[config.mk]
export PLATFORM = sky130hd
export DESIGN_NAME = fir_output_stage_flat
export DESIGN_NICKNAME = d
export VERILOG_FILES = /design/src/logic/fir_types_pkg.sv /design/src/logic/axis_if.sv /design/src/logic/fir_output_stage.sv /design/src/flat_wrapper.sv
export SDC_FILE = /design/constraint.sdc
export NUM_CORES = 1
export LEC_CHECK = 0
export BUFFER_PORTS_ARGS = -buffer_cell sky130_fd_sc_hd__buf_2
export CAP_MARGIN = 25
export CORE_ASPECT_RATIO = 1.4
export CORE_MARGIN = 4
export CORE_UTILIZATION = 40
export CTS_CLUSTER_SIZE = 10
export DETAILED_ROUTE_END_ITERATION = 8
export PLACE_DENSITY = 0.75
export SLEW_MARGIN = 10
export SYNTH_ARGS = -nofsm -noshare
export SYNTH_HDL_FRONTEND = slang
export SYNTH_SLANG_ARGS = --single-unit
[constraint.sdc]
create_clock -name i_ce_clk -period 4.3 [get_ports i_ce_clk]
set_input_delay 0.43 -clock i_ce_clk [delete_from_list [all_inputs] [get_ports i_ce_clk]]
set_output_delay 0.43 -clock i_ce_clk [all_outputs]
set_load 0.02 [all_outputs]
[src/logic/fir_types_pkg.sv]
package fir_types_pkg;

  ////////////////////////////////////////
  // Datapath widths
  ////////////////////////////////////////

  // Real input and output samples
  typedef logic signed [15:0] sample_t;

  // Q1.15 coefficient
  typedef logic signed [15:0] coef_t;

  // Full precision tap product
  typedef logic signed [31:0] prod_t;

  // Sum of all taps, 8 guard bits cover 64 taps at full scale
  typedef logic signed [39:0] acc_t;

  ////////////////////////////////////////
  // Fixed point constants
  ////////////////////////////////////////

  // Fraction bits dropped by the output stage
  localparam int COEF_FRAC = 15;

  // Output clip limits
  localparam sample_t SAMPLE_MAX = 16'sh7FFF;
  localparam sample_t SAMPLE_MIN = 16'sh8000;

endpackage

[src/logic/axis_if.sv]
`timescale 1ns/1ps

interface axis_if;
  import fir_types_pkg::*;

  sample_t tdata;
  logic    tlast;
  logic    tvalid;
  logic    tready;

  // Upstream side of a link
  modport src (
    output tdata,
    output tlast,
    output tvalid,
    input  tready
  );

  // Downstream side of a link
  modport snk (
    input  tdata,
    input  tlast,
    input  tvalid,
    output tready
  );

endinterface

[src/logic/fir_output_stage.sv]
`timescale 1ns/1ps

module fir_output_stage (
  input  logic                   i_ce_clk,
  input  logic                   i_reset,
  axis_if.snk                    i_stream,
  input  fir_types_pkg::acc_t    i_sum,
  output fir_types_pkg::sample_t o_tdata,
  output logic                   o_tlast,
  output logic                   o_tvalid,
  input  logic                   i_tready
);
  import fir_types_pkg::*;

  localparam acc_t HALF_LSB = acc_t'(1) <<< (COEF_FRAC - 1);

  acc_t    rounded;
  acc_t    scaled;
  sample_t clipped;
  logic    advance;

  ////////////////////////////////////////
  // Round half up, then clip
  ////////////////////////////////////////

  always_comb begin
    rounded = i_sum + HALF_LSB;
    scaled  = rounded >>> COEF_FRAC;
    if (scaled > acc_t'(SAMPLE_MAX)) begin
      clipped = SAMPLE_MAX;
    end else if (scaled < acc_t'(SAMPLE_MIN)) begin
      clipped = SAMPLE_MIN;
    end else begin
      clipped = sample_t'(scaled);
    end
  end

  // Empty slot or beat taken by the sink
  assign advance         = !o_tvalid || i_tready;
  assign i_stream.tready = advance;

  always_ff @(posedge i_ce_clk) begin
    if (i_reset) begin
      o_tvalid <= 1'b0;
      o_tlast  <= 1'b0;
    end else if (advance) begin
      o_tvalid <= i_stream.tvalid;
      o_tlast  <= i_stream.tlast;
    end
  end

  always_ff @(posedge i_ce_clk) begin
    if (advance && i_stream.tvalid) begin
      o_tdata <= clipped;
    end
  end

  // A stalled beat must not change under the sink
  a_hold_stable : assert property (@(posedge i_ce_clk) disable iff (i_reset)
    (o_tvalid && !i_tready) |=> (o_tvalid && $stable(o_tdata) && $stable(o_tlast)));

endmodule

[src/flat_wrapper.sv]
// flat-port wrapper written by rule: the top's interface ports become plain ports
module fir_output_stage_flat import fir_types_pkg::*;
  (i_ce_clk, i_reset, i_sum, o_tdata, o_tlast, o_tvalid, i_tready, i_stream_tdata, i_stream_tlast, i_stream_tvalid, i_stream_tready);
  axis_if i_stream_i ();
  input  logic i_ce_clk;
  input  logic i_reset;
  input  fir_types_pkg::acc_t i_sum;
  output fir_types_pkg::sample_t o_tdata;
  output logic o_tlast;
  output logic o_tvalid;
  input  logic i_tready;
  input wire logic [$bits(i_stream_i.tdata)-1:0] i_stream_tdata;
  input wire logic [$bits(i_stream_i.tlast)-1:0] i_stream_tlast;
  input wire logic [$bits(i_stream_i.tvalid)-1:0] i_stream_tvalid;
  output wire logic [$bits(i_stream_i.tready)-1:0] i_stream_tready;
  assign i_stream_i.tdata = i_stream_tdata;
  assign i_stream_i.tlast = i_stream_tlast;
  assign i_stream_i.tvalid = i_stream_tvalid;
  assign i_stream_tready = i_stream_i.tready;
  fir_output_stage u_core (.i_ce_clk(i_ce_clk), .i_reset(i_reset), .i_stream(i_stream_i), .i_sum(i_sum), .o_tdata(o_tdata), .o_tlast(o_tlast), .o_tvalid(o_tvalid), .i_tready(i_tready));
endmodule
# --- After elaboration in Yosys (flattened, before gate mapping) ---
# Cells that the tools add are included.
classes:
  addsub: 1
  magnitude_cmp: 2
  muxes: 1
  n_reduce_logical: 3
ops:
  columns: ["op", "n"]
  rows:
  - ["40-bit by 16-bit adder with 40-bit output, second input constant", 1]
  - ["25-bit by 16-bit greater-than comparator with 1-bit output, second input constant", 1]
  - ["25-bit by 16-bit less-than comparator with 1-bit output, second input constant", 1]
  - ["16-bit two-way mux", 1]
  - ["1-bit logical AND", 1]
  - ["1-bit zero test", 1]
  - ["1-bit logical OR", 1]
word_totals:
  ff_bits: 18
  input_bits: 61
  out_inout_bits: 19

# --- Longest topological paths before layout ---
logic_depth:
  depth_word: 3
  ltp_mapped: 8
  ltp_nobuf: 7

# --- Least setup slack after synthesis ---
# OpenSTA, ideal clock, no wires.
synth_path:
  path_type: "input to register"
  from: "in i_sum[14]"
  to: "reg u_core.o_tdata[2], data pin"
  setup_ns: 0.271
  arrival_ns: 2.117
  setup_slack_ns: 1.912
  cell_stages: 8
  n_path_buf: 2
  cell_sequence: "nand4_1 -> or4_1 -> buf_2 -> nor3_1 -> o221ai_1 -> a211oi_2 -> buf_6 -> o21ai_1"
synth_via:
  elab_chain_cells: 3
  elab_cells_between_ends: 4
  cone_classes: "1 x add/sub; 2 x order compare; 1 x mux"
synth_lines:
  columns: ["element", "line", "source"]
  rows:
  - ["start, declared", "flat_wrapper.sv:7", "input fir_types_pkg::acc_t i_sum;"]
  - ["40-bit by 16-bit adder with 40-bit output (*)", "fir_output_stage.sv:27", "rounded = i_sum + HALF_LSB;"]
  - ["25-bit by 16-bit less-than comparator with 1-bit output", "fir_output_stage.sv:31", "end else if (scaled < acc_t'(SAMPLE_MIN)) begin"]
  - ["16-bit two-way mux", "fir_output_stage.sv:31", null]
  - ["end signal, assigned", "fir_output_stage.sv:54", "o_tdata <= clipped;"]
  - ["end, declared", "fir_output_stage.sv:8", "output fir_types_pkg::sample_t o_tdata,"]
# Mark *: on every way between the ends. The rest lies on a longest branch, timed or not.
# A chain may end at the register's enable or synchronous reset.

# --- Final worst setup path ---
layout_path:
  from: "in i_sum[14]"
  to: "reg u_core.o_tdata[8], data pin"
# The elaborated chain is that of the path after synthesis.

==> metrics.txt <==
CP max FO=15; Synth Register Bits=18; Critical Path RT=4.27 ns; hold depth=2; Max Slew Vio Count=0; post-synthesis sequential area ratio=0.394; f_max=around 400 MHz; Ys Warns=0; dpl cells=227; Finish-stage setup viols=0; cells after synthesis=142; grt ovf=0; H-tree levels=1; fin crit share=0.586; hold bufs inserted after CTS=0; antenna viol nets, final=0; worst vdd ir=0.173 mV; Initial Util=0.419; Bufs and invs on worst path=2; hpwl dp=2.42 mm; status=completed; most frequent cells in the layout=buf_2, edfxtp_1, o21ai_1; sequential cell area=520 sq um; Hold Path Class=in -> reg; hold path endpoint=u_core.o_tvalid$_SDFFE_PP0N_; Clock Skews=0.00321 ns; die span in x=56.6 um; fin crit period=around 2.5 ns; Core ar.=between 0.003 and 0.004 sq mm; kind of critical path=in -> reg; routability congestion estimate from global placement=0.827; Post-CTS Setup Bufs=0; Final #Nets=between 200 and 300; Tot Pwr=413 uW; hold path start=i_reset; commonest non-fill, non-tap cell in the layout=buf_2; Vias/cell=between 5 and 6; syn_area_per_cell=around 9.3 sq um; share of flip-flops with an asynchronous set or reset=0; Worst path depth=9; CTS resizes=0; initial antenna violation count=0; Reg2Reg Setup Slack=2.82 ns; n_diodes=0; final wirelength=slightly below 3 mm; final core utilization=0.520; full die area=0.00430 sq mm; ys flop type=edfxtp_1; Area Overhead vs Synth=24.1%; 1st-iter DRT viols=49; R2R cell count=3; Rows=24; worst stage delay on the critical path=0.68 ns; Worst-Margin Slew=0.798 ns; post-synth cell types=39; RSZ-0062 raised after global routing=false; Hold Vio Cnt, Final=0; first drt pass iteration count=4; post-route design area=0.00164 sq mm; Setup TNS=0 ns; Fill cells=between 300 and 400; Clk pin slew, worst setup/hold paths=0.06 ns; Die Y-Extent=76 um; area of the multi-input gates=742 sq um; CTS tree=yes; io pins=80; reg2reg end=u_core.o_tdata[2]$_SDFFCE_PN1P_; Post-synth EDFFs=16; max-cap check violation count=0; Power Dens Cells=approximately 250 mW/mm^2; CP Cell Sequence=buf_2 > ha_1 > nand4_1 > nor3_1 > o2111ai_1 > nor2b_1 > a211oi_2 > buf_4 > o21ai_0; clock latency on the worst-skew pair=between 0.2 and 0.3 ns; average wire per standard cell=12.8 um; number of global-route vias before repair=approximately 1200; layout cells sized above 1=0.354; gr usage total=0.136; Bufs on Longest Clock Path=2; worst r2r src=u_core.o_tvalid$_SDFFE_PP0N_; first-pass GRT wire length=between 4 and 5 mm; relative slew slack=0.464; slowest cell on the critical path=nor3_1; CTS root buf=clkbuf_8; DRC viols=0; clk sinks=18; synthesized cell area=0.00132 sq mm; syn nets=~200; startpoint types=input pin; total number of vias=1273; IO buf count=~50; largest net degree at the start of global routing=17; Layout Cells excl Fill=231; Placed Area=0.00159 sq mm; Pleak=0.000604 uW; cts bufs inserted=3; CP endpoint kind=register; critical path's top delay family=simple AND/OR/NAND/NOR gates; crit path DAT=2.49 ns
==> cells in the mapped netlist (3+ instances only) <==
master,number,area [sq um]
a311oi_1,4,35.0
nand2_1,10,37.5
o21ai_1,14,70.1
inv_1,6,22.5
xor2_1,5,43.8
nor2_1,8,30.0
nor3_1,4,20.0
o21ai_2,7,61.3
a21oi_1,3,15.0
nand4_1,7,43.8
o21ai_0,9,45.0
xnor2_1,10,87.6
edfxtp_1,16,480
nand3_1,6,30.0
nor4_1,3,18.8
==> flip-flops by register name, summed over array words and instances, names as in the netlist <==
signal / cells
u_core.o_tvalid: 1
u_core.o_tlast: 1
u_core.o_tdata: 16
==> logic make-up (layout without fill, tap and decap cells) <==
family,count (synthesis),after routing,synth area share
xor gates and xnor gates,15,15,0.0994
DFF,18,18,0.394
buffers and inverters,11,61,0.0445
adders and majority gates,1,1,0.00947
AOI/OAI and AO/OA,47,47,0.245
and+or+nand+nor,50,50,0.207
==> area by class of cell <==
| cell class | count | share of cell area |
|---|---|---|
| inverter | 6 | 0.0137 |
| timing repair buffer | 51 | 0.159 |
| multi-input combinational | 113 | 0.453 |
| tap | 39 | 0.0298 |
| clock buffer | 4 | 0.0275 |
| sequential | 18 | 0.318 |
==> worst register-to-register path, cell delays in order (launching register included) <==
cell	delay [ns]
dfxtp_1	0.31
nor2b_1	0.15
inv_1	0.09
and2_1	0.57
==> how the worst max path moves through the flow <==
stage / slack, ns / startpoint / endpoint
5_1_grt: 1.62 / i_sum[16] / u_core.o_tdata[9]$_SDFFCE_PN1P_
3_5_place_dp: 1.53 / i_sum[16] / u_core.o_tdata[8]$_SDFFCE_PN1P_
2_1_floorplan: 1.91 / i_sum[14] / u_core.o_tdata[2]$_SDFFCE_PN1P_
3_3_place_gp: 1.55 / i_sum[16] / u_core.o_tdata[8]$_SDFFCE_PN1P_
4_1_cts: 1.79 / i_sum[16] / u_core.o_tdata[8]$_SDFFCE_PN1P_
6_report: 1.78 / i_sum[14] / u_core.o_tdata[8]$_SDFFCE_PN1P_
==> metrics by stage <==
stage               hold slack (ns)  setup slack, ns
floorplan                     0.499             1.91
detailed placement            0.458             1.53
CTS                           0.358             1.79
global route                  0.363             1.62
finish                        0.362             1.78
global placement              0.434             1.55
==> power breakdown <==
part	total, uW	switching, uW	internal, uW
logic	93.3	58.0	35.3
registers	206	2.25	204
clock network	113	47.8	65.6
total	413	108	305
==> routing by layer <==
metal	vias up	global-route usage	share of wire
met1	586	0.145	0.37
li1	645	-	-
met3	2	0.0136	0.073
met5	-	0	0
met4	0	0.0618	0.0078
met2	40	0.257	0.55
No activity file was read; power rests on OpenSTA's default activity.
