--- src/logic/fir_types_pkg.sv ---
package fir_types_pkg;

  ////////////////////////////////////////
  // Datapath widths
  ////////////////////////////////////////

  // Real input and output samples
  typedef logic signed [15:0] sample_t;

  // Q1.15 coefficient
  typedef logic signed [15:0] coef_t;

  // Full precision tap product
  typedef logic signed [31:0] prod_t;

  // Sum of all taps, 8 guard bits cover 64 taps at full scale
  typedef logic signed [39:0] acc_t;

  ////////////////////////////////////////
  // Fixed point constants
  ////////////////////////////////////////

  // Fraction bits dropped by the output stage
  localparam int COEF_FRAC = 15;

  // Output clip limits
  localparam sample_t SAMPLE_MAX = 16'sh7FFF;
  localparam sample_t SAMPLE_MIN = 16'sh8000;

endpackage

--- src/logic/axis_if.sv ---
`timescale 1ns/1ps

interface axis_if;
  import fir_types_pkg::*;

  sample_t tdata;
  logic    tlast;
  logic    tvalid;
  logic    tready;

  // Upstream side of a link
  modport src (
    output tdata,
    output tlast,
    output tvalid,
    input  tready
  );

  // Downstream side of a link
  modport snk (
    input  tdata,
    input  tlast,
    input  tvalid,
    output tready
  );

endinterface

--- src/logic/fir_sum_stage.sv ---
`timescale 1ns/1ps

module fir_sum_stage #(
  parameter int NUM_TAPS = 8
) (
  input  logic                 i_ce_clk,
  input  logic                 i_reset,
  input  fir_types_pkg::prod_t i_products [0:NUM_TAPS-1],
  axis_if.snk                  i_stream,
  axis_if.src                  o_stream,
  output fir_types_pkg::acc_t  o_sum
);
  import fir_types_pkg::*;

  acc_t total;
  logic valid_q;
  logic last_q;

  ////////////////////////////////////////
  // Adder tree
  ////////////////////////////////////////

  always_comb begin
    total = '0;
    for (int k = 0; k < NUM_TAPS; k++) begin
      total = total + acc_t'(i_products[k]);
    end
  end

  // Whole pipeline moves in lock step
  assign i_stream.tready = o_stream.tready;

  always_ff @(posedge i_ce_clk) begin
    if (o_stream.tready && i_stream.tvalid) begin
      o_sum <= total;
    end
  end

  always_ff @(posedge i_ce_clk) begin
    if (i_reset) begin
      valid_q <= 1'b0;
      last_q  <= 1'b0;
    end else if (o_stream.tready) begin
      valid_q <= i_stream.tvalid;
      last_q  <= i_stream.tlast;
    end
  end

  // Sum travels on o_sum
  assign o_stream.tdata  = '0;
  assign o_stream.tvalid = valid_q;
  assign o_stream.tlast  = last_q;

endmodule

--- src/flat_wrapper.sv ---
// flat-port wrapper written by rule: the top's interface ports become plain ports
module fir_sum_stage_flat import fir_types_pkg::*;
#(
  parameter int NUM_TAPS = 8
)
  (i_ce_clk, i_reset, i_products, o_sum, i_stream_tdata, i_stream_tlast, i_stream_tvalid, i_stream_tready, o_stream_tdata, o_stream_tlast, o_stream_tvalid, o_stream_tready);
  axis_if i_stream_i ();
  axis_if o_stream_i ();
  input  logic i_ce_clk;
  input  logic i_reset;
  input  fir_types_pkg::prod_t i_products[0:NUM_TAPS-1];
  output fir_types_pkg::acc_t o_sum;
  input wire logic [$bits(i_stream_i.tdata)-1:0] i_stream_tdata;
  input wire logic [$bits(i_stream_i.tlast)-1:0] i_stream_tlast;
  input wire logic [$bits(i_stream_i.tvalid)-1:0] i_stream_tvalid;
  output wire logic [$bits(i_stream_i.tready)-1:0] i_stream_tready;
  output wire logic [$bits(o_stream_i.tdata)-1:0] o_stream_tdata;
  output wire logic [$bits(o_stream_i.tlast)-1:0] o_stream_tlast;
  output wire logic [$bits(o_stream_i.tvalid)-1:0] o_stream_tvalid;
  input wire logic [$bits(o_stream_i.tready)-1:0] o_stream_tready;
  assign i_stream_i.tdata = i_stream_tdata;
  assign i_stream_i.tlast = i_stream_tlast;
  assign i_stream_i.tvalid = i_stream_tvalid;
  assign i_stream_tready = i_stream_i.tready;
  assign o_stream_tdata = o_stream_i.tdata;
  assign o_stream_tlast = o_stream_i.tlast;
  assign o_stream_tvalid = o_stream_i.tvalid;
  assign o_stream_i.tready = o_stream_tready;
  fir_sum_stage #(.NUM_TAPS(NUM_TAPS)) u_core (.i_ce_clk(i_ce_clk), .i_reset(i_reset), .i_products(i_products), .i_stream(i_stream_i), .o_stream(o_stream_i), .o_sum(o_sum));
endmodule
--- config.mk ---
export PLATFORM = sky130hd
export DESIGN_NAME = fir_sum_stage_flat
export DESIGN_NICKNAME = d
export VERILOG_FILES = /design/src/logic/fir_types_pkg.sv /design/src/logic/axis_if.sv /design/src/logic/fir_sum_stage.sv /design/src/flat_wrapper.sv
export SDC_FILE = /design/constraint.sdc
export NUM_CORES = 1
export LEC_CHECK = 0
export BUFFER_PORTS_ARGS = -buffer_cell sky130_fd_sc_hd__buf_2
export CORE_MARGIN = 2
export CORE_UTILIZATION = 47
export DETAILED_ROUTE_END_ITERATION = 6
export PLACE_DENSITY = 0.86
export SLEW_MARGIN = 10
export SYNTH_ARGS = -nofsm -noshare
export SYNTH_HDL_FRONTEND = slang
export SYNTH_SLANG_ARGS = --single-unit
export TNS_END_PERCENT = 10
--- constraint.sdc ---
create_clock -name i_ce_clk -period 6.75 [get_ports i_ce_clk]
set_clock_uncertainty 0.2 [all_clocks]
set_input_delay 0.3375 -clock i_ce_clk [delete_from_list [all_inputs] [get_ports i_ce_clk]]
set_output_delay 0.3375 -clock i_ce_clk [all_outputs]
set_load 0.01 [all_outputs]
# [Yosys cells after proc, flatten, opt, wreduce, memory -nomap -nowiden]
# Index checks and enable logic that the tools add are counted.
[totals] word_cells=11 in_bits=277 register_bits=42 output_inout_bits=59
[op_classes] add_sub_neg=7 reduce_logical=1
[ops] op="adder 40 x 32 -> 40 bit" n=5
[ops] op="adder 33 x 32 -> 34 bit" n=1
[ops] op="adder 32 x 32 -> 33 bit" n=1
[ops] op="logical AND 1 bit" n=1

# [Depth between registers and ports, before layout]
# Gate-level depths: netlist (run 1).
[depth] depth_word=7 mapped_depth=30 ltp_nobuf=29

# [Worst setup path before layout (run 1)]
# OpenSTA, ideal clock, no wires.
[synth_path] path_type="input-to-reg" from="input i_products[161] (netlist name)" to="register u_core.o_sum[35], data pin" n_path_buf=1 arrival_ns=6.276 slack_ns=0.012 setup_time_ns=0.261 path_stages=29 path_cell_list="inv_1 fa_1 inv_1 ha_1 inv_1 fa_1 nor2b_1 o21ai_0 nand2b_1 a31oi_1 o211a_1 a21oi_1 nand2_1 o21ai_0 xnor2_1 fa_1 fa_1 fa_1 inv_1 ha_1 clkbuf_1 a21o_1 a21o_1 a221oi_1 o41a_1 o41ai_1 a21oi_1 nor4_1 a311o_1"
[synth_between] elab_chain_len=6
[synth_rtl] item="from (decl)" line_no="flat_wrapper.sv:11" source="input fir_types_pkg::prod_t i_products[0:NUM_TAPS-1];"
[synth_rtl] item="adder 33 x 32 -> 34 bit" line_no="fir_sum_stage.sv:26" source="total = total + acc_t'(i_products[k]);"
[synth_rtl] item="adder 40 x 32 -> 40 bit (5 in series)" line_no="fir_sum_stage.sv:26"
[synth_rtl] item="named net u_core.total[35]" line_no="fir_sum_stage.sv:15" source="acc_t total;"
[synth_rtl] item="to (signal assigned)" line_no="fir_sum_stage.sv:35" source="o_sum <= total;"
[synth_rtl] item="to (decl)" line_no="fir_sum_stage.sv:11" source="output fir_types_pkg::acc_t o_sum"
# The timed path passes the listed nets, and every way through them passes these cells.
# A chain may end at the register's enable or synchronous reset.

# [Worst setup path after layout (run 1)]
[layout_path] from="input i_products[161] (netlist name)" to="register u_core.o_sum[34], data pin"
# Same word-level chain as after synthesis.

==> flow_summary.toml, run 1 <==
[route]
drc = 0
routed_wl_um = 24460
dr.pass1.iters = 5
ant_nets = 0
vias = 7887
post_drt_wl_per_cell_um = 15.48
drt-initial-drc-count = 258
vias_per_cell = 4.992

[cells_and_area]
area_delta_synth_final_pct = 29.56
regArea_um2 = 1241
n_antenna_cell = 0
fillers = 1572
drive_above_1_share_pct = 33.33
fin_util_pct = 62.45
multi_input_area_um2 = 7078
final_nets = 1830

[floorplan]
rows = 50
core_um2 = 18830
die-area_um2 = 20440
die_h_um = 143.0
io_pins = 336
die_width_um = 143.0
start_util_pct = 48.20

[sta]
period_share_pct = 97.33
fin_crit_ns = 6.570
tns_ns = 0
worst_slack_ns = 0.1800
rsz0062_at_grt = "true"
drv_slew = 0
setup-violations-final = 0
relSlewSlack_pct = 39.11
worst_pin_slew_ns = 0.9134
hold_viol_final = 0
fmax_mhz = 152.2

[critical_path]
worst_ep_required_time_ns = 6.57
path_class = "in2reg"
critPathLaunchType = "primary input"
crit_path_end_kind = "flop"
critical_path.reg2reg.endpoint = "u_core.o_stream.tlast"
cp_data_arrival_time_ns = 6.39
path_max_fanout = 4
reg2reg_from = "u_core.o_stream.tlast"
r2r_cells = 2
rrSetupSlack_ns = 5.97

[yosys]
synth.avg_cell_area_um2 = 9.584
synthXorXnorAreaFrac_pct = 5.404
seq_area_frac_synth_pct = 13.68
synth_enable_flop_cells = 40
ys_seq_elements = 42
yosysWarnings = 0
synth_compound_area_share_pct = 14.64
synth_simple_gate_area_share_pct = 8.533
synthFlopType = "edfxtp_1"
netlist_area_um2 = 9076
synth_top_family_by_area = "adder cells"
synthMuxAreaShare_pct = 0.2206
synthCells = 947
post_synth_num_cell_types = 60
synthAdderAreaFrac_pct = 46.07
async_flop_share_pct = 0

[clock_tree]
ctsRootBufferMaster = "clkbuf_16"
cts_buffers = 5
path_clk_slew_ns = 0.06
cts_tree = "yes"
cts_hold_buf = 0
ctsHtreeMaxLevel = 2
clockBufferDepth = 2
clkSinkCount = 42
clkLatencyLatePin_ns = 0.27

[run]
drv_cap = 0

[min_path]
worstHoldStart = "i_reset"
hold_path.class = "in2reg"
whs_endpoint = "u_core.o_stream.tvalid"
hold_depth = 2

[status]
status = "finished, final reports clean"

[grt]
grt_pass1_vias = 8674
grt_remaining_overflow = 0
grt_pass1_wl_um = 39490
grt_max_degree = 42
grt_usage_pct = 24.36
antenna_found_initial = 0

[placed_design]
gp_congestion = 0.9209
port_buffers = 303
pre_cts_ws_ns = -0.5453
dp.final_hpwl_um = 21960
kinds of logic (layout without fill, tap and decap cells):
group,after synthesis,after routing
buffers and inverters,259,617
adder cells (fa/ha/maj),234,234
AO/OA/AOI/OAI,198,198
AND/OR/NAND/NOR,155,155
XOR/XNOR,56,56
flip-flops,42,42
multiplexers,2,2
other,1,16
metrics by stage:
| stage | area, um^2 | std cells | hold slack [ns] |
|---|---|---|---|
| after floorplan | 9133 | 962 | 0.2099 |
| after global placement | 11350 | 1566 | 0.2653 |
| after detailed placement | 11350 | 1566 | 0.2766 |
| after CTS | 11530 | 1576 | 0.02349 |
| after global routing | 11760 | 1580 | 0.02485 |
| final | 11760 | 1580 | 0.02936 |
worst max path at each step:
| stage | from | end | slack [ns] | depth (start not counted) |
|---|---|---|---|---|
| 3_3_place_gp | i_products[161] | u_core.o_sum[35] | -0.31 | 29 |
| 6_report | i_products[161] | u_core.o_sum[34] | 0.18 | 28 |
| 4_1_cts | i_products[161] | u_core.o_sum[34] | 0.01 | 28 |
| 5_1_grt | i_products[161] | u_core.o_sum[39] | -0.07 | 27 |
| 3_5_place_dp | i_products[161] | u_core.o_sum[39] | -0.55 | 27 |
| 2_1_floorplan | i_products[161] | u_core.o_sum[35] | 0.01 | 29 |
cell usage after synthesis, drive strengths merged (18+ instances only):
cell type / number / area (um^2)
buf: 18 / 131.4
a21oi: 64 / 320.3
inv: 224 / 840.8
xnor2: 40 / 350.3
nand3: 23 / 115.1
nand2: 38 / 142.6
fa: 167 / 3343
ha: 67 / 838.3
nor2: 32 / 120.1
edfxtp: 40 / 1201
o21ai: 29 / 148.9
a21o: 39 / 292.8
sequential cells by signal, summed over array words and instances, names as in the netlist:
name / flops
u_core.o_sum: 40
u_core.o_stream.tlast: 1
u_core.o_stream.tvalid: 1
metal layers:
layer | global-route usage (%) | wire length, um | vias up
li1 | - | - | 3776
met1 | 26.49 | 8922 | 3771
met2 | 48.90 | 13390 | 292
met3 | 3.186 | 1419 | 48
met4 | 6.410 | 731 | 0
met5 | 0 | 0 | -
cell usage in the layout (no fill, tap or decap), types with 5 or more instances in the layout:
master,count
clkbuf_16,5
a21oi_2,7
edfxtp_1,40
o21a_1,7
ha_1,62
a31oi_1,7
nor3_1,6
buf_2,303
xor2_1,15
o21ai_0,25
conb_1,16
a21o_1,39
fa_1,166
o21bai_1,6
nand2b_1,7
inv_1,223
nor2b_1,16
xnor2_1,38
nand3_1,22
nand2_1,35
and3_1,11
a21oi_1,57
nor2_1,32
nand4_1,8
buf_4,82
what timing repair did:
action	4_1_cts	5_1_grt
pin swaps	6	35
gates cloned	0	0
buffers inserted	2	4
setup endpoints to repair	7	17
gates resized for setup	7	34
layout make-up:
type,count,area share (%)
Multi-Input combinational cell,661,60.19
Timing Repair Buffer,385,18.13
Sequential cell,42,10.56
Inverter,224,7.150
Tap cell,260,2.767
Clock buffer,5,1.064
Clock inverter,3,0.1383
worst max-delay path, stage by stage:
cell and delay, ns:
buf_2 0.08, inv_2 0.05, fa_1 0.46, inv_1 0.07, ha_2 0.18, inv_1 0.07
fa_2 0.38, nor2b_1 0.15, o21ai_1 0.08, nand2b_1 0.12, a31oi_2 0.12, buf_4 0.16
o21bai_1 0.14, a21oi_1 0.10, xor2_1 0.19, fa_1 0.57, fa_1 0.45, fa_1 0.53
inv_1 0.08, ha_4 0.25, a21o_1 0.19, a31o_2 0.26, a31oi_4 0.18, o21ai_2 0.11
a211o_2 0.37, a21o_1 0.20, a211o_4 0.35, xor2_1 0.14
Power of run 1 is not shown: default switching activity piles up to over one toggle a cycle in this logic, so the estimate is an artifact.
==> inputs of run 2 (changes only) <==
--- a/config.mk
+++ b/config.mk
@@ -7,9 +7,9 @@
 export LEC_CHECK = 0
 export BUFFER_PORTS_ARGS = -buffer_cell sky130_fd_sc_hd__buf_2
 export CORE_MARGIN = 2
-export CORE_UTILIZATION = 47
+export CORE_UTILIZATION = 52
 export DETAILED_ROUTE_END_ITERATION = 6
-export PLACE_DENSITY = 0.86
+export PLACE_DENSITY = 0.9
 export SLEW_MARGIN = 10
 export SYNTH_ARGS = -nofsm -noshare
 export SYNTH_HDL_FRONTEND = slang
==> constraint.sdc (replaced) <==
create_clock -name i_ce_clk -period 6.4 [get_ports i_ce_clk]
set_clock_uncertainty 0.2 [all_clocks]
set_input_delay 0.32 -clock i_ce_clk [delete_from_list [all_inputs] [get_ports i_ce_clk]]
set_output_delay 0.32 -clock i_ce_clk [all_outputs]
set_load 0.01 [all_outputs]
==> run 2 against run 1 <==
Against the previous run: the flow now finishes with violations (setup timing); via count up 5.4%; sequential share of layout area decreased by 0.50 points; cell count fell by 0.13%; critical endpoint unchanged; highest routed layer is now met5.
==> flow_summary.toml, run 2 (synthesis gave the netlist of run 1 again) <==
[status]
status = "finished with violations"
violations = "setup timing"

[route]
routed_wl_um = 26860
ant_nets = 0
vias_per_cell = 5.268
vias = 8313
dr.pass1.iters = 5
drt-initial-drc-count = 348
drc = 0
post_drt_wl_per_cell_um = 17.02

[sta]
setup-violations-final = 4
hold_viol_final = 0
period_share_pct = 101.1
drv_slew = 0
rsz0062_at_grt = "true"
worst_slack_ns = -0.06940
relSlewSlack_pct = 38.32
fmax_mhz = 154.6
worst_pin_slew_ns = 0.9251
fin_crit_ns = 6.469

[clock_tree]
ctsHtreeMaxLevel = 2
clkSinkCount = 42
cts_tree = "yes"
cts_hold_buf = 0
clockBufferDepth = 2
cts_buffers = 5
clkLatencyLatePin_ns = 0.28
ctsRootBufferMaster = "clkbuf_16"
path_clk_slew_ns = 0.06

[cells_and_area]
fin_util_pct = 71.85
regArea_um2 = 1241
n_antenna_cell = 0
area_delta_synth_final_pct = 35.98
regMostFlops = "u_core.o_sum"
layout_common_cells = "buf_2, inv_1, fa_1, buf_4, ha_1"
mostFrequentLayoutCell = "buf_2"
final_nets = 1863
fillers = 1239
largest_reg_flops = 40
drive_above_1_share_pct = 38.95
multi_input_area_um2 = 7412

[critical_path]
critical_path.reg2reg.endpoint = "u_core.o_stream.tlast"
path_class = "in2reg"
cp_data_arrival_time_ns = 6.30
reg2reg_from = "u_core.o_stream.tlast"
worst_ep_required_time_ns = 6.23
critPathLaunchType = "primary input"
path_max_fanout = 3
max_stage_delay_ns = 0.53
cp-startpoint = "i_products[161]"
cp_slowest_cell = "fa_1"
critPathTopFamily = "adder cells"
crit_path_frequent_cell = "fa_1"
crit_path_end_kind = "flop"
rrSetupSlack_ns = 5.59
cp_num_cells = 27
crit_buf_inv = 5
r2r_cells = 2
endpoint = "u_core.o_sum[34]"

[placed_design]
dp.final_hpwl_um = 22860
port_buffers = 303
gp_congestion = 0.9372

[floorplan]
rows = 48
start_util_pct = 52.84
io_pins = 336
die-area_um2 = 18530
core_um2 = 17180
die_width_um = 136.1
die_h_um = 136.1

[run]
drv_cap = 0

[grt]
grt_pass1_wl_um = 41240
antenna_found_initial = 1
grt_pass1_vias = 9054
grt_max_degree = 42
grt_remaining_overflow = 0
grt_usage_pct = 28.47

[min_path]
hold_path.class = "in2reg"
## run 2: cell count changes in the layout (fill, tap and decap cells not counted), moves of 4 or more
| cell | before | now |
|---|---|---|
| a21oi_1 | 57 | 46 |
| a21oi_2 | 7 | 16 |
| buf_4 | 82 | 113 |
| buf_6 | 0 | 4 |
| fa_1 | 166 | 161 |
| fa_2 | 1 | 6 |
| ha_1 | 62 | 50 |
| ha_4 | 4 | 15 |
| inv_1 | 223 | 217 |
| inv_2 | 1 | 7 |
| xnor2_1 | 38 | 34 |
## run 2: how the worst min path moves through the flow
stage,start,endpoint,cells past startpoint
3_5_place_dp,u_core.o_stream.tvalid,u_core.o_stream.tvalid,2
6_report,i_reset,u_core.o_stream.tvalid,2
4_1_cts,i_reset,u_core.o_stream.tvalid,2
5_1_grt,i_reset,u_core.o_stream.tvalid,2
3_3_place_gp,u_core.o_stream.tvalid,u_core.o_stream.tvalid,2
2_1_floorplan,i_reset,u_core.o_stream.tlast,1
## run 2: routing by layer
| layer | part of all wire (%) | vias up | GRT usage, % | wire [um] |
|---|---|---|---|---|
| met3 | 6.6 | 90 | 4.400 | 1762 |
| li1 | - | 3844 | - | - |
| met4 | 4.6 | 2 | 13.14 | 1247 |
| met1 | 34 | 3981 | 29.98 | 9234 |
| met5 | 0.063 | - | 0 | 17 |
| met2 | 54 | 396 | 55.03 | 14600 |
## run 2: area by class of cell
type | count | share of cell area, %
Timing Repair Buffer | 418 | 19.44
Tap cell | 225 | 2.281
Sequential cell | 42 | 10.06
Clock buffer | 6 | 1.044
Inverter | 224 | 6.813
Clock inverter | 2 | 0.3041
Multi-Input combinational cell | 661 | 60.06
## run 2: timing repair
item	CTS	global route
setup buffers	3	7
pin swaps	20	70
gates resized for setup	16	83
setup endpoints to repair	9	24
## run 2: stage by stage
step                      worst slack [ns]  TNS [ns]  instance area, um^2  instances  hold WS [ns]
after detailed placement           -0.4870    -5.425                11580       1560        0.2763
final                             -0.06940   -0.1446                12340       1578       0.01754
after CTS                        0.0002736         0                11860       1571       0.01713
after global placement             -0.2899    -2.468                11580       1560        0.2664
after global routing               -0.3522    -2.305                12340       1578       0.01284
after floorplan                    0.01210         0                 9201        962        0.1924
## run 2: worst register-to-register path: stages, from the launching register on
cell and delay (ns):
dfxtp_1 0.31, mux2i_1 0.14, nor2_1 0.06
Power of run 2 is left out for the same reason.
