<file path="src/logic/fir_types_pkg.sv">
package fir_types_pkg;

  ////////////////////////////////////////
  // Datapath widths
  ////////////////////////////////////////

  // Real input and output samples
  typedef logic signed [15:0] sample_t;

  // Q1.15 coefficient
  typedef logic signed [15:0] coef_t;

  // Full precision tap product
  typedef logic signed [31:0] prod_t;

  // Sum of all taps, 8 guard bits cover 64 taps at full scale
  typedef logic signed [39:0] acc_t;

  ////////////////////////////////////////
  // Fixed point constants
  ////////////////////////////////////////

  // Fraction bits dropped by the output stage
  localparam int COEF_FRAC = 15;

  // Output clip limits
  localparam sample_t SAMPLE_MAX = 16'sh7FFF;
  localparam sample_t SAMPLE_MIN = 16'sh8000;

endpackage

</file>
<file path="src/logic/settings_pkg.sv">
package settings_pkg;

  // Bus word types
  typedef logic [7:0]  set_addr_t;
  typedef logic [31:0] set_data_t;
  typedef logic [63:0] rb_data_t;

  ////////////////////////////////////////
  // Register map
  ////////////////////////////////////////

  // Copy shadow bank to active bank
  localparam set_addr_t SR_CONFIG      = 8'd129;
  // Next coefficient in data[15:0]
  localparam set_addr_t SR_RELOAD      = 8'd130;
  // Final coefficient, marks shadow bank complete
  localparam set_addr_t SR_RELOAD_LAST = 8'd131;
  // Readback selector in data[2:0]
  localparam set_addr_t SR_READBACK    = 8'd255;

  // Readback selector codes
  typedef enum logic [2:0] {
    RB_NUM_TAPS      = 3'd0,
    RB_RELOAD_STATUS = 3'd1
  } rb_sel_t;

  // Returned for unknown selectors
  localparam rb_data_t RB_INVALID = 64'h0BADC0DE0BADC0DE;

endpackage

</file>
<file path="src/logic/fir_settings.sv">
`timescale 1ns/1ps

module fir_settings #(
  parameter int NUM_TAPS = 8
) (
  input  logic                    i_ce_clk,
  input  logic                    i_reset,
  input  logic                    i_set_stb,
  input  settings_pkg::set_addr_t i_set_addr,
  input  settings_pkg::set_data_t i_set_data,
  output settings_pkg::rb_data_t  o_rb_data,
  output fir_types_pkg::coef_t    o_coefs [0:NUM_TAPS-1]
);
  import fir_types_pkg::*;
  import settings_pkg::*;

  localparam int IDX_W = $clog2(NUM_TAPS);

  coef_t            shadow [0:NUM_TAPS-1];
  coef_t            active [0:NUM_TAPS-1];
  logic [IDX_W-1:0] wr_idx;
  logic             complete;
  logic [2:0]       rb_sel;

  ////////////////////////////////////////
  // Register writes
  ////////////////////////////////////////

  always_ff @(posedge i_ce_clk) begin
    if (i_reset) begin
      for (int k = 0; k < NUM_TAPS; k++) begin
        shadow[k] <= '0;
        active[k] <= '0;
      end
      wr_idx   <= '0;
      complete <= 1'b0;
      rb_sel   <= '0;
    end else if (i_set_stb) begin
      case (i_set_addr)
        SR_RELOAD: begin
          shadow[wr_idx] <= coef_t'(i_set_data[15:0]);
          // Index wraps so a long reload overwrites from tap 0
          if (wr_idx == IDX_W'(NUM_TAPS - 1)) begin
            wr_idx <= '0;
          end else begin
            wr_idx <= wr_idx + 1'b1;
          end
        end
        SR_RELOAD_LAST: begin
          shadow[wr_idx] <= coef_t'(i_set_data[15:0]);
          wr_idx         <= '0;
          complete       <= 1'b1;
        end
        SR_CONFIG: begin
          // Partial reloads never reach the datapath
          if (complete) begin
            for (int k = 0; k < NUM_TAPS; k++) begin
              active[k] <= shadow[k];
            end
            complete <= 1'b0;
          end
        end
        SR_READBACK: begin
          rb_sel <= i_set_data[2:0];
        end
        default: begin
        end
      endcase
    end
  end

  assign o_coefs = active;

  // Readback mux
  always_comb begin
    case (rb_sel)
      RB_NUM_TAPS:      o_rb_data = rb_data_t'(NUM_TAPS);
      RB_RELOAD_STATUS: o_rb_data = rb_data_t'({complete, 8'(wr_idx)});
      default:          o_rb_data = RB_INVALID;
    endcase
  end

  a_idx_range : assert property (@(posedge i_ce_clk) disable iff (i_reset)
    int'(wr_idx) < NUM_TAPS);

endmodule

</file>
<file path="config.mk">
export PLATFORM = sky130hd
export DESIGN_NAME = fir_settings
export DESIGN_NICKNAME = d
export VERILOG_FILES = /design/src/logic/fir_types_pkg.sv /design/src/logic/settings_pkg.sv /design/src/logic/fir_settings.sv
export SDC_FILE = /design/constraint.sdc
export NUM_CORES = 1
export LEC_CHECK = 0
export ABC_AREA = 0
export BUFFER_PORTS_ARGS = -buffer_cell sky130_fd_sc_hd__clkbuf_2
export CAP_MARGIN = 40
export CORE_UTILIZATION = 47
export DETAILED_ROUTE_END_ITERATION = 6
export PLACE_DENSITY = 0.71
export SLEW_MARGIN = 20
export SYNTH_ARGS = -nofsm -noshare
export SYNTH_HDL_FRONTEND = slang
export SYNTH_SLANG_ARGS = --single-unit
</file>
<file path="constraint.sdc">
create_clock -name i_ce_clk -period 2.05 [get_ports i_ce_clk]
set_input_delay 0.205 -clock i_ce_clk [delete_from_list [all_inputs] [get_ports i_ce_clk]]
set_output_delay 0.205 -clock i_ce_clk [all_outputs]
set_load 0.01 [all_outputs]
</file>
### Word level (Yosys, flattened, before mapping)

Memories as Yosys holds them, arrays and structs flattened. A register that Yosys moved wholly into a read port is not among the register bits.
Index checks and enable logic that the tools add are counted.
Widths: inputs -> output; s select.

* reductions and logical operators: 8
* bitwise gates (word level): 1
* equality and inequality tests: 6
* add/sub/neg operators: 1
* multiplexer cells: 18

Operators with widths (number)
* $pmux 60 s2: 1
* $eq 8x8->1 const B: 4
* $mux 16: 2
* $reduce_or 16->1: 1
* $mux 1: 11
* $mux 3: 2
* $pmux 3 s2: 1
* $reduce_and 2->1: 3
* $reduce_bool 2->1: 2
* $add 3x1->3 const B: 1
* $eq 3x1->1 const B: 1
* $eq 3x3->1 const B: 1
* $logic_not 3->1: 1
* $reduce_and 3->1: 1
* $pmux 1 s2: 1
* $or 1x1->1: 1

* RAM bits: 128
* logic and storage cells: 38
* input bits: 43
* memories: 1
* flip-flop bits (word level): 7
* output and inout bits: 192

Memories
* shadow: words 8, width 16, rd ports 8, clocked after memory_dff 8, write ports 8, RTL line fir_settings.sv:19 `coef_t shadow [0:NUM_TAPS-1];`

### Logic depth before layout (Yosys ltp)

Gate-level depths: netlist of run 1.

* depth in word-level cells: 8
* depth in mapped cells: 6
* depth with buffers taken out: 6

### Worst setup path before layout of run 1

Ideal clock, no wire load.

* path kind: register -> register
* start: reg wr_idx[2]
* end: mem shadow[6][0] (netlist name) (enable)
* stages on the path, launching flop included: 4
* arrival time: 1524 ps
* buffers on the path: 0
* setup slack: 192 ps
* required time: 1716 ps
* clock period less this slack: 1858 ps
* setup time: 334 ps
* cells stage by stage: dfxtp_1 inv_2 nor4_2 or2_2

RTL lines
* from (decl): RTL line fir_settings.sv:21 `logic [IDX_W-1:0] wr_idx;`
* from (signal assigned): RTL line fir_settings.sv:46 `wr_idx <= wr_idx + 1'b1;`
* to (decl): RTL line fir_settings.sv:19

### Worst setup path in the final report of run 1

* start: reg rb_sel[2]
* end: out o_rb_data[46]

* longest elaborated chain between the ends: 2
* elaborated cells between the ends (all ways): 3
* classes of those cells: eq/ne (1); mux (1); reduce/logical (1)

Ends and longest elaborated chain
* from (decl): RTL line fir_settings.sv:23 `logic [2:0] rb_sel;`
* from (signal assigned): RTL line fir_settings.sv:64 `rb_sel <= i_set_data[2:0];`
* $eq 3x1->1 or $logic_not 3->1 (tied branches): RTL line fir_settings.sv:76 `case (rb_sel)`
* $pmux 60 s2 *: RTL line fir_settings.sv:76
* to (decl): RTL line fir_settings.sv:11 `output settings_pkg::rb_data_t o_rb_data,`

Mark *: on every way between the ends. The rest lies on a longest branch, timed or not.

==> metrics.md, run 1 <==
| Metric | Value |
|---|---|
| Most frequent cells in the layout | nand2_1 (264), clkbuf_2 (187), dfxtp_1 (135) |
| Routability cong. | 0.779 |
| Synth warn | 0 |
| Share of cells above drive strength 1 | 0.242 |
| Met2 WL | 11.2 mm |
| Worst-path clk slew | around 0.060 ns |
| Die outline height | 149 um |
| Top layer in use | met4 |
| Final setup viols | 0 |
| Vias in the first global route | 6370 |
| CTS tree | yes |
| Crit path DAT | 1.71 ns |
| Met3 wire length | 1.71 mm |
| RSZ-0062 raised after global routing | false |
| Hpwl dp | between 10 and 15 mm |
| FF+latch count, synth | 263 |
| Htree depth | 1 |
| DIE AREA | between 0.02 and 0.025 mm2 |
| Reg2reg end | shadow[0][10]$_SDFFCE_PN0P_ |
| Gate Count Post-Synth | 951 |
| Layout filler cell count | approximately 1800 |
| Synthesis-to-layout area growth | 17.5% |
| Post-layout nets | 1156 |
| Pwr dens | 859 mW/mm2 |
| Req. time, crit path | 1.85 ns |
| Gr usage total | 0.206 |
| I/O pin cnt | between 200 and 250 |
| Worst setup path endpoint | o_rb_data[46] |
| R2R cell count | 3 |
| Routed wire length | 23.1 mm |
| WS Path Type | reg2out |
| Initial antenna violation count | 1 |
| Metal-1 WL | 9.81 mm |
| Post-Place Cells | 1356 |
| Avg Cell Area, Syn | between 10 and 15 um2 |
| Reg2Reg Launch Point | wr_idx[0]$_SDFFE_PP0P_ |
| Crit path max fanout | 15 |
| Hold Crit Class | in2reg |
| Cts bufs inserted | 27 |
| Actual transition at the worst max-transition pin | 0.649 ns |
| Hold Crit Start | i_set_stb |
| Area of the mapped netlist | 0.0101 mm2 |
| # DRC | 0 |
| Peak VDD IR | 0.509 mV |
| Vias after detailed routing | slightly below 7000 |
| Post-synthesis sequential area ratio | 0.646 |
| Static Leak | 0.00471 uW |
| Clk_lat worst skew | 0.52 ns |
| Hold Slack | 0.0580 ns |
| Initial Util | 0.481 |
| Setup crit start kind | flop |
| Pins over their slew limit | 0 |
| Total congestion overflow | 0 |
| First-pass GRT wire length | roughly 34 mm |
| Clk buf depth | 3 |
| Initial drt markers | 422 |
| Beginning of the critical path | rb_sel[2]$_SDFFE_PP0P_ |
| Slew HR | 0.561 |
| Buffers on Ports | 188 |
| Final cycle utilization of the critical path | 0.933 |
| Most common cell after layout, fill and taps aside | nand2_1 |
| Outcome | complete, no violations |
| Clock sink count | 263 |
| Vias per cell | 4.88 |
| WL/cell | 16.4 um |
| Layout Cells excl Fill | 1408 |
| Clock Skews | 0.00752 ns |
| Floorplan die width | 149 um |
| Routed Antenna Nets | 0 |
| Post-synth cell types | 36 |
| Final Critical Period | 1.91 ns |
| CP Capture Type | output port |
| R2R setup slack | about 0.24 ns |
| First-pass DRT Iterations | 4 |
| Root buffer cell | clkbuf_16 |
| Area of the core | around 0.021 mm2 |
| Cell Rows | 53 |
| Final Hold Fails | 0 |
| Setup TNS | 0 ns |
| Max-cap violations | 0 |
| F_max | 0.523 GHz |
| Largest net degree at the start of global routing | 78 |
[final cells by class]
cell class	instances	area, um2	share of cell area
Clock buffer	33	698	0.0586
Tap cell	275	344	0.0289
Antenna cell	2	5.00	0.000420
Timing Repair Buffer	212	1200	0.101
Sequential cell	263	6550	0.550
Timing Repair inverter	1	7.51	0.000631
Inverter	2	11.3	0.000946
Clock inverter	16	75.1	0.00631
Multi-Input combinational cell	604	3020	0.254
[per-layer routing]
metal  up-vias  GRT usage
met5         -          0
met3        27     0.0407
li1       3376          -
met2       250      0.341
met1      3218      0.271
met4         0     0.0668
[power breakdown]
part	total (uW)	internal, uW	switching (uW)
clock	4330	2410	1920
combinational	275	52.4	222
sequential	5620	5590	27.4
[repair_timing]
item	in CTS	in global routing
resized for setup	0	3
setup endpoints to repair	0	3
setup buffers	0	0
hold endpoints to repair	0	0
hold buffers	0	0
[through the flow]
step	utilization	cell area [um2]	setup slack, ns	power [uW]
after detailed placement	0.527	11100	-0.00822	6010
final	0.565	11900	0.137	10200
after global placement	0.527	11100	0.0319	6000
after CTS	0.564	11900	0.0931	10300
after global routing	0.564	11900	0.0341	10500
after floorplan	-	10200	0.192	5890
[cells by family (layout without fill, tap and decap cells)]
kind of cell    count (synthesis)  after routing  share of synthesized area
simple gates                  435            435                      0.212
flops                         263            263                      0.646
compound gates                132            132                     0.0657
buf+inv                       113            264                     0.0685
mux                             5              5                    0.00494
fa+ha+maj                       2              2                    0.00247
other cells                     1             32                   0.000370
[cells in the mapped netlist, drive strengths merged]
| cell type | number | area share |
|---|---|---|
| inv | 2 | 0.00074 |
| clkbuf | 38 | 0.017 |
| buf | 73 | 0.051 |
| nand3b | 1 | 0.00074 |
| or4 | 1 | 0.00074 |
| nand2 | 264 | 0.098 |
| a31o | 1 | 0.00086 |
| edfxtp | 128 | 0.38 |
| ha | 2 | 0.0025 |
| nor4 | 2 | 0.0025 |
| dfxtp | 135 | 0.27 |
| mux2i | 5 | 0.0049 |
| nand4 | 2 | 0.0027 |
| a31oi | 1 | 0.00062 |
| and2 | 128 | 0.079 |
| nor4b | 1 | 0.0023 |
| nor3 | 7 | 0.010 |
| nand3 | 2 | 0.00099 |
| nand2b | 2 | 0.0012 |
| or2 | 8 | 0.0049 |
| or3 | 1 | 0.00062 |
| and3 | 3 | 0.0020 |
| nor4bb | 1 | 0.00099 |
| nor2b | 1 | 0.00062 |
| a21oi | 130 | 0.064 |
| and4b | 1 | 0.00099 |
| nor2 | 10 | 0.0037 |
| conb | 1 | 0.00037 |
[worst max-delay path, cell delays in order (launching register included)]
cell and delay (ns):
dfxtp_1 0.32, nor2_2 0.33, clkinvlp_4 0.34, clkbuf_2 0.21
[registers in the layout, summed over array words and instances (netlist names)]
name      cells
o_coefs     128
shadow      128
rb_sel        3
wr_idx        3
complete      1
[worst min path at each step]
stage / end / cells past startpoint
2_1_floorplan: rb_sel[2]$_SDFFE_PP0P_ / 2
5_1_grt: complete$_SDFFE_PP0P_ / 3
3_5_place_dp: o_coefs[34]$_SDFFE_PP0P_ / 2
6_report: complete$_SDFFE_PP0P_ / 3
3_3_place_gp: o_coefs[42]$_SDFFE_PP0P_ / 2
4_1_cts: complete$_SDFFE_PP0P_ / 3
Note: power is estimated with default switching activity, not from simulation.
==> run 2: changes to the inputs <==
- PLACE_DENSITY: 0.71 -> 0.7
- SLEW_MARGIN: 20 -> unset
==> run 2 against run 1 <==
Compared with the run above:
- maximum frequency down 1.7%
- count of clock-buffer cells in the layout rose by 4
- worst setup slack worse by 0.034 ns
- critical endpoint is now o_rb_data[15]
- wire length up 0.13%
- critical path type unchanged
- clock power rose by 8.8%
- via count grew 0.98%
- critical path depth is the same
- register-to-register slack improved by 0.06 ns
- highest routed layer unchanged
- total power rose by 3.8%
- combinational power increased by 2%
- design area increased by 1.6%
- largest power group unchanged
==> metrics.md, run 2 (synthesis results as in run 1) <==
| Metric | Value |
|---|---|
| Outcome | complete, no violations (unchanged) |
| Worst-path clk slew | 0.06 ns (about the same) |
| Gr usage total | 0.205 (was 0.206) |
| Crit path max fanout | 15 (unchanged) |
| F_max | 0.514 GHz (was 0.523 GHz) |
| Vias in the first global route | 6258 (was 6370) |
| Setup WS pre-CTS | 0.0908 ns (was -0.00822 ns) |
| Slew HR | 0.568 (was 0.561) |
| Final Critical Period | 1.95 ns (was 1.91 ns) |
| Max-cap violations | 0 (unchanged) |
| First-pass GRT wire length | 34.3 mm (was 34.5 mm) |
| Vias after detailed routing | 6938 (was 6871) |
| Pwr dens | 878 mW/mm2 (was 859 mW/mm2) |
| Buffers on Ports | 188 (unchanged) |
| Hpwl dp | 14.4 mm (about the same) |
| # hold bufs at CTS | 0 (unchanged) |
| First-pass DRT Iterations | 4 (unchanged) |
| Peak VDD IR | 0.465 mV (was 0.509 mV) |
| Clk_lat worst skew | 0.53 ns (was 0.52 ns) |
| Root buffer cell | clkbuf_16 (unchanged) |
| Area of the core | 0.0211 mm2 (unchanged) |
| # DRC | 0 (unchanged) |
| CP Capture Type | output port (unchanged) |
| Die outline height | 149 um (unchanged) |
| Crit path DAT | 1.74 ns (was 1.71 ns) |
| Cell Rows | 53 (unchanged) |
| Buf/Inv on CP | 2 (unchanged) |
| Vias per cell | 4.91 (was 4.88) |
| CTS tree | yes (unchanged) |
| Multi-input logic area | 0.00302 mm2 (unchanged) |
| Initial antenna violation count | 0 (was 1) |
| Register area | 0.00655 mm2 (unchanged) |
| Util after Layout | 0.573 (was 0.565) |
| Final Hold Fails | 0 (unchanged) |
| Total congestion overflow | 0 (unchanged) |
| Cts bufs inserted | 27 (unchanged) |
| Final setup viols | 0 (unchanged) |
| Static Leak | 0.00479 uW (was 0.00471 uW) |
| Initial Util | 0.481 (unchanged) |
| Layout filler cell count | 1856 (was 1829) |
| Routability cong. | 0.744 (was 0.779) |
| I/O pin cnt | 235 (unchanged) |
| Share of cells above drive strength 1 | 0.248 (was 0.242) |
| Floorplan die width | 149 um (unchanged) |
| Hold Slack | 0.0343 ns (was 0.0580 ns) |
| Most common cell after layout, fill and taps aside | nand2_1 (unchanged) |
| Clk buf depth | 3 (unchanged) |
| Total power | 10600 uW (was 10200 uW) |
| Largest net degree at the start of global routing | 106 (was 78) |
| Most frequent cells in the layout | nand2_1 (264), clkbuf_2 (187), dfxtp_1 (135) (unchanged) |
| Setup crit start kind | flop (unchanged) |
| Routed Antenna Nets | 0 (unchanged) |
| Final cycle utilization of the critical path | 0.950 (was 0.933) |
| Htree depth | 1 (unchanged) |
| Synthesis-to-layout area growth | 19.3% (was 17.5%) |
| CP cell instances | nor2_2 > clkinvlp_4 > clkbuf_2 (unchanged) |
| Clock sink count | 263 (unchanged) |
| PnR worst setup slack | 0.103 ns (was 0.137 ns) |
| Req. time, crit path | 1.85 ns (about the same) |
| WS Path Type | reg2out (unchanged) |
| CP max stage delay | 0.34 ns (about the same) |
| Cell family with most CP delay | buffers and inverters (unchanged) |
| CP max-delay cell | nor2_2 (was clkinvlp_4) |
| Clock Skews | 0.0140 ns (was 0.00752 ns) |
| DIE AREA | 0.0222 mm2 (unchanged) |
| WL/cell | 16.4 um (about the same) |
| Actual transition at the worst max-transition pin | 0.639 ns (was 0.649 ns) |
| Post-layout nets | 1159 (was 1156) |
| Pins over their slew limit | 0 (unchanged) |
| Routed wire length | 23.2 mm (was 23.1 mm) |
| Initial drt markers | 372 (was 422) |
| Hold Crit Class | in2reg (unchanged) |
## run 2: cell count changes in the layout (fill, tap and decap cells not counted)
cell / previous run / this run
clkinv_2: 9 / 1
clkinv_1: 6 / 2
clkinvlp_4: 3 / 4
clkbuf_1: 6 / 7
bufinv_16: 0 / 1
clkbuf_8: 0 / 3
clkinv_4: 0 / 4
inv_6: 0 / 3
buf_4: 19 / 16
buf_12: 6 / 12
## run 2: cell type report
cell class / count / area share
diodes: 2 / 0.000414
clock buffers: 37 / 0.0615
repair buffers: 215 / 0.107
repair inverters: 1 / 0.000621
multi-input cells: 604 / 0.250
clock inverters: 13 / 0.00983
inverters: 2 / 0.000931
flip-flops and latches: 263 / 0.541
well taps: 275 / 0.0285
## run 2: worst reg2reg max path, cell delays in order, from the launching register on
cell and delay, ns:
dfxtp_1 0.38, or3_1 0.48, nor3_4 0.16, or2_2 0.38
## run 2: per-stage QoR
step                      TNS (ns)  area [um2]  std cells
after floorplan                  0       10200        980
after CTS                        0       12100       1409
after global routing       -0.0143       12100       1410
final                            0       12100       1412
after detailed placement         0       11200       1359
after global placement           0       11200       1359
## run 2: final timing paths
kind                                 start                    endpoint  slack, ns  cells after the start
hold / removal                   i_set_stb       complete$_SDFFE_PP0P_       0.03                      3
setup / recovery    rb_sel[2]$_SDFFE_PP0P_               o_rb_data[15]       0.10                      3
setup reg to reg    wr_idx[0]$_SDFFE_PP0P_  shadow[0][6]$_SDFFCE_PN0P_       0.30                      3
hold reg to reg   o_coefs[21]$_SDFFE_PP0P_    o_coefs[21]$_SDFFE_PP0P_       0.45                      2
## run 2: timing repair
action | in CTS | in global routing
gates resized for setup | 0 | 3
setup buffers | 0 | 0
setup endpoints to repair | 0 | 29
## run 2: power breakdown
group          switching (uW)  internal (uW)
Clock                    2020           2690
Sequential               27.5           5590
Combinational             223           57.7
## run 2: per-layer routing
metal,GRT usage,vias up,wire [um]
li1,-,3385,-
met1,0.271,3291,9940
met2,0.348,228,11300
met3,0.0349,34,1480
met4,0.0571,0,432
met5,0,-,0
==> run 3: changes to the inputs <==
--- a/config.mk
+++ b/config.mk
@@ -9,7 +9,9 @@
 export BUFFER_PORTS_ARGS = -buffer_cell sky130_fd_sc_hd__clkbuf_2
 export CAP_MARGIN = 40
-export CORE_UTILIZATION = 47
+export CELL_PAD_IN_SITES_DETAIL_PLACEMENT = 1
+export CELL_PAD_IN_SITES_GLOBAL_PLACEMENT = 1
+export CORE_UTILIZATION = 41
 export DETAILED_ROUTE_END_ITERATION = 6
-export PLACE_DENSITY = 0.7
+export PLACE_DENSITY = 0.78
 export SYNTH_ARGS = -nofsm -noshare
 export SYNTH_HDL_FRONTEND = slang
==> constraint.sdc (replaced) <==
create_clock -name i_ce_clk -period 2.05 [get_ports i_ce_clk]
set_input_delay 0.205 -clock i_ce_clk [delete_from_list [all_inputs] [get_ports i_ce_clk]]
set_output_delay 0.205 -clock i_ce_clk [all_outputs]
set_load 0.1 [all_outputs]
==> run 3 against run 2 <==
Compared with the run above:
- critical path depth up 1
- combinational power increased by 87%
- utilization down 6.6 points
- sequential power about the same
- count of clock-buffer cells in the layout rose by 2
- sequential share of layout area shrank 0.90 points
==> metrics.md, run 3 (synthesis results as in run 1) <==
| Metric | Value |
|---|---|
| GR Layer Usage met3 | 0.0331 (was 0.0349) |
| Die outline height | 159 um (was 149 um) |
| Synthesis-to-layout area growth | 21.3% (was 19.3%) |
| Clock Skews | 0.0118 ns (was 0.0140 ns) |
| Cts bufs inserted | 27 (unchanged) |
| Clock sink count | 263 (unchanged) |
| Initial Util | 0.418 (was 0.481) |
| WL/cell | 18.0 um (was 16.4 um) |
| Worst-path clk slew | 0.06 ns (about the same) |
| Routed wire length | 26.3 mm (was 23.2 mm) |
| Hpwl dp | 16.7 mm (was 14.4 mm) |
| Crit path max fanout | 5 (was 15) |
| Req. time, crit path | 1.85 ns (about the same) |
| Met1 usage | 0.269 (was 0.271) |
| Setup crit start kind | flop (unchanged) |
| Final setup viols | 0 (unchanged) |
| Slew HR | 0.495 (was 0.568) |
| Final Critical Period | 1.89 ns (was 1.95 ns) |
| Final cycle utilization of the critical path | 0.921 (was 0.950) |
| Buffers on Ports | 188 (unchanged) |
| Share of cells above drive strength 1 | 0.250 (was 0.248) |
| Total congestion overflow | 0 (unchanged) |
| Root buffer cell | clkbuf_16 (unchanged) |
| Outcome | complete, no violations (unchanged) |
| Most common cell after layout, fill and taps aside | nand2_1 (unchanged) |
| Post-layout nets | 1164 (was 1159) |
| Static Leak | 0.00486 uW (was 0.00479 uW) |
| Clk_lat worst skew | 0.52 ns (was 0.53 ns) |
| Placed cell areas | 0.0113 mm2 (was 0.0112 mm2) |
| RSZ-0062 raised after global routing | false |
| Met2 Resource Use GR | 0.356 (was 0.348) |
| Initial drt markers | 431 (was 372) |
| Vias per cell | 4.88 (was 4.91) |
| Htree depth | 1 (unchanged) |
| Clk buf depth | 3 (unchanged) |
| # DRC | 0 (unchanged) |
| Floorplan die width | 159 um (was 149 um) |
| CTS tree | yes (unchanged) |
| Pins over their slew limit | 0 (unchanged) |
| First-pass GRT wire length | 41.0 mm (was 34.3 mm) |
| Crit path DAT | 1.68 ns (was 1.74 ns) |
| Most frequent cells in the layout | nand2_1 (264), clkbuf_2 (155), dfxtp_1 (135) (was nand2_1 (264), clkbuf_2 (187), dfxtp_1 (135)) |
| Final Instance Area | 0.0123 mm2 (was 0.0121 mm2) |
| DIE AREA | 0.0253 mm2 (was 0.0222 mm2) |
| Max-cap violations | 0 (unchanged) |
| Area of the core | 0.0242 mm2 (was 0.0211 mm2) |
| Routability cong. | 0.764 (was 0.744) |
| Peak VDD IR | 0.502 mV (was 0.465 mV) |
| Busiest grt layer | met2 (unchanged) |
| Gr usage total | 0.208 (was 0.205) |
| Post-Place Cells | 1410 (was 1359) |
| First-pass DRT Iterations | 6 (was 4) |
| Cell Rows | 57 (was 53) |
| Util after Layout | 0.507 (was 0.573) |
| CP Capture Type | output port (unchanged) |
| Hold Crit Class | in2reg (unchanged) |
| Actual transition at the worst max-transition pin | 0.747 ns (was 0.639 ns) |
| Vias after detailed routing | 7145 (was 6938) |
| I/O pin cnt | 235 (unchanged) |
| Final Hold Fails | 0 (unchanged) |
| Vias in the first global route | 7339 (was 6258) |
| Largest net degree at the start of global routing | 115 (was 106) |
| WS Path Type | reg2out (unchanged) |
| Layout Cells excl Fill | 1464 (was 1412) |
| Routed Antenna Nets | 0 (unchanged) |
| Pwr dens | 903 mW/mm2 (was 878 mW/mm2) |
| F_max | 0.529 GHz (was 0.514 GHz) |
| Initial antenna violation count | 5 (was 0) |
-- run 3: layout make-up --
class | count | area (um2)
Multi-Input combinational cell | 604 | 3030
Tap cell | 324 | 405
Clock inverter | 10 | 124
Timing Repair Buffer | 220 | 1400
Inverter | 2 | 11.3
Fill cell | 2716 | 12000
Antenna cell | 1 | 2.50
Sequential cell | 263 | 6550
Timing Repair inverter | 1 | 7.51
Clock buffer | 39 | 771
-- run 3: what timing repair did --
| action | CTS | global route |
|---|---|---|
| hold buffers | 1 | 0 |
| setup endpoints to repair | 30 | 29 |
| gates resized for setup | 6 | 1 |
| buffers inserted | 2 | 0 |
| gates cloned | 1 | 0 |
| endpoints found under the hold margin | 2 | 0 |
-- run 3: routing by layer --
metal  part of all wire  wire [um]  up-vias
met1               0.43      11200     3500
li1                   -          -     3388
met4              0.028        748        0
met5                  0          0        -
met2               0.49      12900      220
met3              0.057       1500       37
-- run 3: final timing paths --
check,start,end,slack (ns),depth (start not counted)
max reg2reg,wr_idx[0]$_SDFFE_PP0P_,shadow[0][14]$_SDFFCE_PN0P_,0.35,3
max,wr_idx[2]$_SDFFE_PP0P_,o_rb_data[2],0.16,4
min,i_set_stb,complete$_SDFFE_PP0P_,0.04,3
min reg2reg,o_coefs[121]$_SDFFE_PP0P_,o_coefs[121]$_SDFFE_PP0P_,0.45,2
-- run 3: power breakdown --
group	switching, uW	total [uW]	internal, uW
logic	457	526	68.8
clock network	1980	4950	2970
registers	29.5	5620	5590
-- run 3: through the flow --
| step | power (uW) | TNS, ns | hold slack (ns) | setup slack (ns) |
|---|---|---|---|---|
| detailed placement | 6260 | -0.101 | 0.445 | -0.00741 |
| CTS | 11200 | 0 | 0.0228 | 0.0538 |
| global route | 11400 | 0 | 0.0767 | 0.0807 |
| floorplan | 6120 | 0 | 0.352 | 0.00414 |
| finish | 11100 | 0 | 0.0408 | 0.161 |
| global placement | 6250 | 0 | 0.439 | 0.0217 |
-- run 3: worst max-delay path, stage by stage (launching register included) --
cell and delay, ns:
dfxtp_1 0.48, buf_4 0.23, nand2_1 0.06, nand2_1 0.08, clkbuf_4 0.33
